[src/design/apf_cfg_defs.svh]
// ========================================
// config register map and ROM load windows
// offsets are byte offsets from the config base
// ========================================
`ifndef APF_CFG_DEFS_SVH
`define APF_CFG_DEFS_SVH

`define APF_CFG_BASE            32'hF000_0000

// word offsets inside the config window
`define APF_REG_CTRL_MAP1       8'h00
`define APF_REG_CTRL_MAP2       8'h04
`define APF_REG_DIPSW           8'h08
`define APF_REG_SYSTEM_TYPE     8'h0C
`define APF_REG_MEMCARD_EN      8'h10
`define APF_REG_USE_MOUSE       8'h14
`define APF_REG_VIDEO_MODE      8'h18
`define APF_REG_CH_ENABLE       8'h1C
`define APF_REG_SND_ENABLE      8'h20
`define APF_REG_PCHIP_MAIN      8'h24
`define APF_REG_USE_PCM         8'h28
`define APF_REG_PCHIP_SUB       8'h2C
`define APF_REG_CMC_CHIP        8'h30
`define APF_REG_SCREEN_X        8'h34
`define APF_REG_SCREEN_Y        8'h38
`define APF_REG_V2_OFFSET       8'h3C
`define APF_REG_CART_CHIP       8'h40

// ROM windows, matched on the top address bits
`define APF_P2_PREFIX_W         9
`define APF_P2_PREFIX           9'h020
`define APF_M_PREFIX_W          13
`define APF_M_PREFIX            13'h021F
`define APF_V1_PREFIX_W         8
`define APF_V1_PREFIX           8'h20

`define APF_RST_DIPSW           8'hFF
`define APF_RST_SYSTEM_TYPE     2'd1
`define APF_RST_CH_ENABLE       6'h3F
`define APF_RST_SND_ENABLE      4'hF

`endif

[src/design/apf_cfg_pkg.sv]
// ========================================
// shared types for the core config block
// ========================================
package apf_cfg_pkg;

	typedef struct packed {
		logic        psel;
		logic        penable;
		logic        pwrite;
		logic [31:0] paddr;
		logic [31:0] pwdata;
	} apb_req_t;

	typedef struct packed {
		logic [3:0]  controller_map_1;
		logic [3:0]  controller_map_2;
		logic [7:0]  dipsw;
		logic [1:0]  system_type;
		logic [1:0]  memory_card_enable;
		logic [1:0]  use_mouse;
		logic        video_mode;
		logic [5:0]  ch_enable;
		logic [3:0]  snd_enable;
		logic        use_pcm;
		logic [1:0]  cmc_chip;
		logic [1:0]  cart_chip;
		logic [2:0]  cart_pchip;
		logic [31:0] screen_x_pos;
		logic [31:0] screen_y_pos;
		logic [23:0] v2_offset;
	} core_cfg_t;

	// one strobe per window, address shared
	typedef struct packed {
		logic        p2_wr;
		logic        m_wr;
		logic        v1_wr;
		logic [23:0] addr;
	} rom_wr_t;

	typedef logic [22:0] p2_mask_t;
	typedef logic [18:0] m_mask_t;
	typedef logic [23:0] v1_mask_t;

	// pocket key bitmap, bit 15 first
	typedef struct packed {
		logic face_start;
		logic face_select;
		logic trig_r3;
		logic trig_l3;
		logic trig_r2;
		logic trig_l2;
		logic trig_r1;
		logic trig_l1;
		logic face_y;
		logic face_x;
		logic face_b;
		logic face_a;
		logic dpad_right;
		logic dpad_left;
		logic dpad_down;
		logic dpad_up;
	} pad_keys_t;

	// core joystick layout, bit 9 first
	typedef struct packed {
		logic select;
		logic start;
		logic btn_d;
		logic btn_c;
		logic btn_b;
		logic btn_a;
		logic up;
		logic down;
		logic left;
		logic right;
	} joy_t;

endpackage

[src/design/apb_cfg_regs.sv]
// ========================================
// zero-wait APB slave, no pready or pslverr
// ROM window writes carry address only
// ========================================
`timescale 1ns/1ns
`include "apf_cfg_defs.svh"

module apb_cfg_regs (
	input  logic                   clk_74a,
	input  logic                   reset_l_main,
	input  apf_cfg_pkg::apb_req_t  apb,
	output logic [31:0]            prdata,
	output apf_cfg_pkg::core_cfg_t cfg,
	output apf_cfg_pkg::rom_wr_t   rom_wr
);

	localparam logic [31:0] cfg_base = `APF_CFG_BASE;

	logic                   access;
	logic                   wr_en;
	logic                   rd_en;
	logic                   cfg_hit;
	logic [7:0]             offset;
	logic [31:0]            rd_data;
	logic                   pchip_main;
	logic [2:0]             pchip_sub;
	logic [2:0]             pchip_dec;
	apf_cfg_pkg::core_cfg_t cfg_q;

	assign access  = apb.psel & apb.penable;
	assign wr_en   = access & apb.pwrite;
	assign rd_en   = access & ~apb.pwrite;
	assign cfg_hit = (apb.paddr[31:8] == cfg_base[31:8]);
	assign offset  = apb.paddr[7:0];

	// window strobes live for the access cycle only
	assign rom_wr.p2_wr = wr_en &
		(apb.paddr[31 -: `APF_P2_PREFIX_W] == `APF_P2_PREFIX);
	assign rom_wr.m_wr  = wr_en &
		(apb.paddr[31 -: `APF_M_PREFIX_W] == `APF_M_PREFIX);
	assign rom_wr.v1_wr = wr_en &
		(apb.paddr[31 -: `APF_V1_PREFIX_W] == `APF_V1_PREFIX);
	assign rom_wr.addr  = apb.paddr[23:0];

	// protection chip number from main flag and sub select
	always_comb begin
		pchip_dec = 3'd0;
		if (pchip_main)
			pchip_dec = 3'd2;
		else if (pchip_sub >= 3'd1 && pchip_sub <= 3'd5)
			pchip_dec = pchip_sub + 3'd2;
	end

	always_ff @(posedge clk_74a or negedge reset_l_main) begin
		if (!reset_l_main) begin
			cfg_q.controller_map_1   <= '0;
			cfg_q.controller_map_2   <= '0;
			cfg_q.dipsw              <= `APF_RST_DIPSW;
			cfg_q.system_type        <= `APF_RST_SYSTEM_TYPE;
			cfg_q.memory_card_enable <= '0;
			cfg_q.use_mouse          <= '0;
			cfg_q.video_mode         <= 1'b0;
			cfg_q.ch_enable          <= `APF_RST_CH_ENABLE;
			cfg_q.snd_enable         <= `APF_RST_SND_ENABLE;
			cfg_q.use_pcm            <= 1'b0;
			cfg_q.cmc_chip           <= '0;
			cfg_q.cart_chip          <= '0;
			cfg_q.cart_pchip         <= '0;
			cfg_q.screen_x_pos       <= '0;
			cfg_q.screen_y_pos       <= '0;
			cfg_q.v2_offset          <= '0;
			pchip_main               <= 1'b0;
			pchip_sub                <= '0;
		end else begin
			if (wr_en && cfg_hit) begin
				case (offset)
					`APF_REG_CTRL_MAP1:   cfg_q.controller_map_1   <= apb.pwdata[3:0];
					`APF_REG_CTRL_MAP2:   cfg_q.controller_map_2   <= apb.pwdata[3:0];
					`APF_REG_DIPSW:       cfg_q.dipsw              <= apb.pwdata[7:0];
					`APF_REG_SYSTEM_TYPE: cfg_q.system_type        <= apb.pwdata[1:0];
					`APF_REG_MEMCARD_EN:  cfg_q.memory_card_enable <= apb.pwdata[1:0];
					`APF_REG_USE_MOUSE:   cfg_q.use_mouse          <= apb.pwdata[1:0];
					`APF_REG_VIDEO_MODE:  cfg_q.video_mode         <= apb.pwdata[0];
					`APF_REG_CH_ENABLE:   cfg_q.ch_enable          <= apb.pwdata[5:0];
					`APF_REG_SND_ENABLE:  cfg_q.snd_enable         <= apb.pwdata[3:0];
					`APF_REG_PCHIP_MAIN:  pchip_main               <= apb.pwdata[0];
					`APF_REG_USE_PCM:     cfg_q.use_pcm            <= apb.pwdata[0];
					`APF_REG_PCHIP_SUB:   pchip_sub                <= apb.pwdata[2:0];
					`APF_REG_CMC_CHIP:    cfg_q.cmc_chip           <= apb.pwdata[1:0];
					`APF_REG_SCREEN_X:    cfg_q.screen_x_pos       <= apb.pwdata;
					`APF_REG_SCREEN_Y:    cfg_q.screen_y_pos       <= apb.pwdata;
					`APF_REG_V2_OFFSET:   cfg_q.v2_offset          <= apb.pwdata[23:0];
					`APF_REG_CART_CHIP:   cfg_q.cart_chip          <= apb.pwdata[1:0];
					default: ;
				endcase
			end
			// one cycle behind main and sub
			cfg_q.cart_pchip <= pchip_dec;
		end
	end

	// read back, zero outside the config window
	always_comb begin
		rd_data = '0;
		if (cfg_hit) begin
			case (offset)
				`APF_REG_CTRL_MAP1:   rd_data = 32'(cfg_q.controller_map_1);
				`APF_REG_CTRL_MAP2:   rd_data = 32'(cfg_q.controller_map_2);
				`APF_REG_DIPSW:       rd_data = 32'(cfg_q.dipsw);
				`APF_REG_SYSTEM_TYPE: rd_data = 32'(cfg_q.system_type);
				`APF_REG_MEMCARD_EN:  rd_data = 32'(cfg_q.memory_card_enable);
				`APF_REG_USE_MOUSE:   rd_data = 32'(cfg_q.use_mouse);
				`APF_REG_VIDEO_MODE:  rd_data = 32'(cfg_q.video_mode);
				`APF_REG_CH_ENABLE:   rd_data = 32'(cfg_q.ch_enable);
				`APF_REG_SND_ENABLE:  rd_data = 32'(cfg_q.snd_enable);
				`APF_REG_PCHIP_MAIN:  rd_data = 32'(pchip_main);
				`APF_REG_USE_PCM:     rd_data = 32'(cfg_q.use_pcm);
				`APF_REG_PCHIP_SUB:   rd_data = 32'(pchip_sub);
				`APF_REG_CMC_CHIP:    rd_data = 32'(cfg_q.cmc_chip);
				`APF_REG_SCREEN_X:    rd_data = cfg_q.screen_x_pos;
				`APF_REG_SCREEN_Y:    rd_data = cfg_q.screen_y_pos;
				`APF_REG_V2_OFFSET:   rd_data = 32'(cfg_q.v2_offset);
				`APF_REG_CART_CHIP:   rd_data = 32'(cfg_q.cart_chip);
				default:              rd_data = '0;
			endcase
		end
	end

	assign prdata = rd_en ? rd_data : '0;
	assign cfg    = cfg_q;

endmodule

[src/design/rom_mask_tracker.sv]
// ========================================
// mask_t must be a plain vector of 24 bits or less
// mask only grows until reset
// ========================================
`timescale 1ns/1ns

module rom_mask_tracker #(
	parameter type mask_t = logic [23:0]
) (
	input  logic        clk_74a,
	input  logic        reset_l_main,
	input  logic        wr,
	input  logic [23:0] addr,
	output mask_t       mask
);

	localparam int mask_w = $bits(mask_t);

	logic [mask_w-1:0] therm;
	logic [mask_w-1:0] held;

	// bit i set when any address bit at or above i is set
	always_comb begin : therm_build
		logic seen;
		seen = 1'b0;
		for (int i = mask_w - 1; i >= 0; i--) begin
			seen     = seen | addr[i];
			therm[i] = seen;
		end
	end

	// keeps the largest thermometer seen so far
	always_ff @(posedge clk_74a or negedge reset_l_main) begin
		if (!reset_l_main)
			held <= '0;
		else if (wr)
			held <= held | therm;
	end

	assign mask = mask_t'(held);

endmodule

[src/design/pad_input_stage.sv]
// ========================================
// maps 1 and 2 reorder the face buttons, others use default
// ========================================
`timescale 1ns/1ns

module pad_input_stage (
	input  logic                   clk_74a,
	input  logic                   reset_l_main,
	input  apf_cfg_pkg::pad_keys_t cont1_key,
	input  apf_cfg_pkg::pad_keys_t cont2_key,
	input  logic [3:0]             controller_map_1,
	input  logic [3:0]             controller_map_2,
	input  logic                   dataslot_allcomplete,
	input  logic                   core_run,
	output apf_cfg_pkg::joy_t      joystick_0,
	output apf_cfg_pkg::joy_t      joystick_1,
	output logic                   start_system
);

	function automatic apf_cfg_pkg::joy_t remap(input apf_cfg_pkg::pad_keys_t k,
		input logic [3:0] map);
		apf_cfg_pkg::joy_t j;
		j.select = k.face_select;
		j.start  = k.face_start;
		j.up     = k.dpad_up;
		j.down   = k.dpad_down;
		j.left   = k.dpad_left;
		j.right  = k.dpad_right;
		case (map)
			// arcade layout
			4'h1: {j.btn_d, j.btn_c, j.btn_b, j.btn_a} = {k.face_a, k.face_x, k.face_b, k.face_y};
			// CD layout
			4'h2: {j.btn_d, j.btn_c, j.btn_b, j.btn_a} = {k.face_x, k.face_y, k.face_a, k.face_b};
			default: {j.btn_d, j.btn_c, j.btn_b, j.btn_a} = {k.face_y, k.face_x, k.face_b, k.face_a};
		endcase
		return j;
	endfunction

	always_ff @(posedge clk_74a or negedge reset_l_main) begin
		if (!reset_l_main) begin
			joystick_0   <= '0;
			joystick_1   <= '0;
			start_system <= 1'b0;
		end else begin
			joystick_0   <= remap(cont1_key, controller_map_1);
			joystick_1   <= remap(cont2_key, controller_map_2);
			// holding L1 on pad 1 keeps the core in reset
			start_system <= dataslot_allcomplete & core_run & ~cont1_key.trig_l1;
		end
	end

endmodule

[src/design/apf_core_cfg_top.sv]
// ========================================
// single clock, clk_74a only
// two pads, no analog inputs
// ========================================
`timescale 1ns/1ns

module apf_core_cfg_top (
	input  logic                   clk_74a,
	input  logic                   reset_l_main,
	input  apf_cfg_pkg::apb_req_t  apb,
	output logic [31:0]            prdata,
	input  apf_cfg_pkg::pad_keys_t cont1_key,
	input  apf_cfg_pkg::pad_keys_t cont2_key,
	input  logic                   dataslot_allcomplete,
	input  logic                   core_run,
	output apf_cfg_pkg::core_cfg_t cfg,
	output apf_cfg_pkg::p2_mask_t  p2rom_mask,
	output apf_cfg_pkg::m_mask_t   mrom_mask,
	output apf_cfg_pkg::v1_mask_t  v1rom_mask,
	output apf_cfg_pkg::joy_t      joystick_0,
	output apf_cfg_pkg::joy_t      joystick_1,
	output logic                   start_system
);

	apf_cfg_pkg::rom_wr_t rom_wr;

	apb_cfg_regs u_regs (
		.clk_74a      (clk_74a),
		.reset_l_main (reset_l_main),
		.apb          (apb),
		.prdata       (prdata),
		.cfg          (cfg),
		.rom_wr       (rom_wr)
	);

	// one size tracker per ROM window
	rom_mask_tracker #(.mask_t(apf_cfg_pkg::p2_mask_t)) u_p2_mask (
		.clk_74a      (clk_74a),
		.reset_l_main (reset_l_main),
		.wr           (rom_wr.p2_wr),
		.addr         (rom_wr.addr),
		.mask         (p2rom_mask)
	);

	rom_mask_tracker #(.mask_t(apf_cfg_pkg::m_mask_t)) u_m_mask (
		.clk_74a      (clk_74a),
		.reset_l_main (reset_l_main),
		.wr           (rom_wr.m_wr),
		.addr         (rom_wr.addr),
		.mask         (mrom_mask)
	);

	rom_mask_tracker #(.mask_t(apf_cfg_pkg::v1_mask_t)) u_v1_mask (
		.clk_74a      (clk_74a),
		.reset_l_main (reset_l_main),
		.wr           (rom_wr.v1_wr),
		.addr         (rom_wr.addr),
		.mask         (v1rom_mask)
	);

	pad_input_stage u_pads (
		.clk_74a              (clk_74a),
		.reset_l_main         (reset_l_main),
		.cont1_key            (cont1_key),
		.cont2_key            (cont2_key),
		.controller_map_1     (cfg.controller_map_1),
		.controller_map_2     (cfg.controller_map_2),
		.dataslot_allcomplete (dataslot_allcomplete),
		.core_run             (core_run),
		.joystick_0           (joystick_0),
		.joystick_1           (joystick_1),
		.start_system         (start_system)
	);

endmodule

[config.mk]
export PLATFORM = sky130hd
export DESIGN_NAME = apf_core_cfg_top
export DESIGN_NICKNAME = d
export VERILOG_FILES = /design/src/design/apf_cfg_pkg.sv /design/src/design/apb_cfg_regs.sv /design/src/design/rom_mask_tracker.sv /design/src/design/pad_input_stage.sv /design/src/design/apf_core_cfg_top.sv
export VERILOG_INCLUDE_DIRS = /design/src /design/src/design
export SDC_FILE = /design/constraint.sdc
export NUM_CORES = 1
export LEC_CHECK = 0
export ABC_AREA = 1
export BUFFER_PORTS_ARGS = -buffer_cell sky130_fd_sc_hd__buf_2
export CORE_MARGIN = 2
export CORE_UTILIZATION = 25
export CTS_CLUSTER_SIZE = 24
export DETAILED_ROUTE_END_ITERATION = 10
export PLACE_DENSITY_LB_ADDON = 0.05
export SETUP_SLACK_MARGIN = 0.02
export SLEW_MARGIN = 20
export SYNTH_ARGS = -nofsm -noshare
export SYNTH_HDL_FRONTEND = slang
export SYNTH_HIERARCHICAL = 1
export SYNTH_SLANG_ARGS = --single-unit
[constraint.sdc]
create_clock -name clk_74a -period 2.2 [get_ports clk_74a]
set_input_delay 0.33 -clock clk_74a [delete_from_list [all_inputs] [get_ports clk_74a]]
set_output_delay 0.33 -clock clk_74a [all_outputs]
set_load 0.02 [all_outputs]
==> metrics.txt <==
status completed; final setup TNS 0 ps; synthesis-stage register bit count 220; area post-placement approximately 14000 um^2; Max FO, Critical Path 6; antenna viol nets, final 0; IO Count 351; TritonRoute pass-1 iters 5; R2R Setup Slk ~960 ps; area grow syn2layout 48.9%; CTS tree built; final setup vio count 0; worst min path class in2reg; routed vias/inst 4.35; Max Freq approximately 460 MHz; dominant synthesized flop cell dfrtp_1; Post-synth EDFFs 0; commonest cells in the netlist nand2_1, dfrtp_1, inv_1; Die X roughly 210 um; syn avg cell area 9.01 um^2; register area share after synthesis between 50% and 60%; minimum clock period 2180 ps; routed len/inst approximately 18 um; most frequent CP cell nor2_4; YS warnings 6; slowest stage delay, CP roughly 240 ps; DR WL met3 ~2.4 mm; largest net degree at the start of global routing ~60; count leader, synth nand2_1; Critical Path RT around 1900 ps; Routed WL ~41 mm; worst setup margin 17.3 ps; met2 wire len roughly 19 mm; Clock Skew approximately 7 ps; CP endpoint kind output pin; final period utilization just under 100%; DR DRC count 0; syn nets 1295; Via Count 9735; Initial Utilization 25.4%; core box area 42100 um^2; Pwr Density between 500 and 600 nW/um^2; global placement routability congestion 0.777; IO buf count between 300 and 400; Cells after Synth roughly 1.2k; LEAKAGE between 0.008 and 0.009 uW; CTS buffer count 29; die area 44500 um^2; Top Metal Used met5; synth top area cells dfrtp_1, nand2_1, nor2_4, dfstp_2, o21ai_1; DP Worst Slack -271 ps; clock sinks 220; Crit Path Class in2out; RSZ-0062 raised after global routing true; CTS clk-pin slew, worst paths roughly 50 ps; Max rail drop VDD ~420 uV; Critical Path, Cell by Cell buf_8 -> nor2_4 -> nand2_4 -> nor2_4 -> nor2_1 -> and2_1 -> nand3_4 -> nand2_8 -> clkbuf_16 -> nor2_4 -> buf_6; cell area after synthesis between 10000 and 15000 um^2; dpl cells approximately 2.1k; Nets between 1.5k and 2k; Worst Tran Pin Value about 580 ps; Worst path slowest cell nor2_4; synth unique cells between 40 and 50; hold slack around 46 ps; Tot GR Track Use 17.3%; Final Cell Area between 15000 and 20000 um^2; max cap viols 0; CTS H-Tree Depth 1; headroom to the max-slew limit between 60% and 70%; FFs w/ async S/R, synth 100%; Post-Layout Cell Count about 2.2k; Yosys top cell area share around 47%; fraction of layout cells with a size suffix above 1 42.8%; Root Driver clkbuf_16; CTS max path bufs 3; Cell Rows 75; first-pass GRT wire length just under 60 mm; clk_lat worst skew between 500 and 600 ps; Chip Height 211 um; vias in the first global route 9424; Worst Path Arrival 1850 ps; global route overflow 0; initial antenna violation count 3; crit start category input pin; First DRT Iteration DRCs between 400 and 500; final hold vios 0; met1 WL between 15 and 20 mm; post-synth top area cell dfrtp_1; Final Slew Violations 0; Final HPWL DP about 28 mm
[final cells by class]
class | count | area, um^2
Multi-Input combinational cell | 777 | 4550
Clock inverter | 8 | 76.3
Fill cell | 4298 | 26200
Clock buffer | 46 | 870
Antenna cell | 1 | 2.50
Sequential cell | 220 | 5530
Tap cell | 539 | 674
Timing Repair Buffer | 518 | 3750
Inverter | 129 | 487
[cell families after synthesis]
logic type,after synthesis,share of synthesized area (%)
and+or+nand+nor,550,26.8
AOI/OAI and AO/OA,224,12.5
DFF,220,51.6
buffers and inverters,192,8.73
adders and majority gates,3,0.351
[worst paths after layout]
check	endpoint	startpoint	cells after the start
max	prdata[28]	apb[39]	11
min	u_pads/joystick_1[4]	cont2_key[4]	3
max reg2reg	u_regs/cfg[89]	u_regs/pchip_sub[1]	6
min reg2reg	u_regs/cfg[88]	u_regs/pchip_main	1
max in group asynchronous	u_regs/cfg[120]	reset_l_main	3
min in group asynchronous	u_p2_mask/mask[19]	reset_l_main	2
[registers in the layout, summed over array words and instances, names as in the netlist]
signal,cells
u_regs/cfg,129
u_pads/start_system,1
u_p2_mask/mask,23
u_regs/pchip_sub,3
u_v1_mask/mask,24
u_pads/joystick_1,10
u_pads/joystick_0,10
u_m_mask/mask,19
u_regs/pchip_main,1
[report_power, final]
part / total, uW / leakage (uW) / internal, uW / switching, uW
combinational: 695 / 0.00498 / 282 / 412
sequential: 4100 / 0.00292 / 4090 / 14.5
clock: 4660 / 0.000468 / 2810 / 1840
[stage by stage]
stage               util (%)  total power (uW)
global placement        32.2              4730
detailed placement      32.2              4730
CTS                     36.4              9630
floorplan                  -              4410
finish                  37.8              9450
global route            37.8              9880
[layer usage]
layer / up-vias / GRT usage [%]
met1: 4645 / 23.5
met3: 45 / 4.28
met5: - / 0
li1: 4789 / -
met2: 252 / 28.0
met4: 4 / 3.64
[worst max-delay path: cells and delay by family]
kind          cells  cell delay [ps]
simple gates      8             1080
buf+inv           3              430
[cells in the final DEF (no fill, tap or decap), types with 3 or more instances in the layout]
cell,instances
nor2_1,48
buf_8,4
nand4_2,5
buf_4,124
dfrtp_1,200
nand2_4,3
o21ai_1,95
a21o_1,20
nor2_4,63
nand2_8,5
o21bai_1,25
a22o_1,9
clkinv_2,4
clkbuf_8,8
nand4_4,8
nand3_1,40
ha_1,3
inv_2,10
clkbuf_1,9
a21oi_2,3
nand2_1,307
buf_6,45
buf_2,292
clkbuf_16,34
a21oi_1,18
inv_1,116
o21ai_2,6
buf_12,17
a21o_2,11
nor2_2,23
dfstp_2,19
nand4_1,12
nor3_2,4
dlygate4sd3_1,29
nand2_2,14
o21ai_0,33
nand3_2,9
[timing repair]
| item | 4_1_cts | 5_1_grt |
|---|---|---|
| gates resized for setup | 75 | 97 |
| pin swaps | 4 | 36 |
| hold buffers | 29 | 0 |
| gates cloned | 1 | 6 |
| endpoints found under the hold margin | 67 | 0 |
| setup buffers | 33 | 13 |
| endpoints found under the setup margin | 32 | 32 |
No activity file was read; power rests on OpenSTA's default activity.
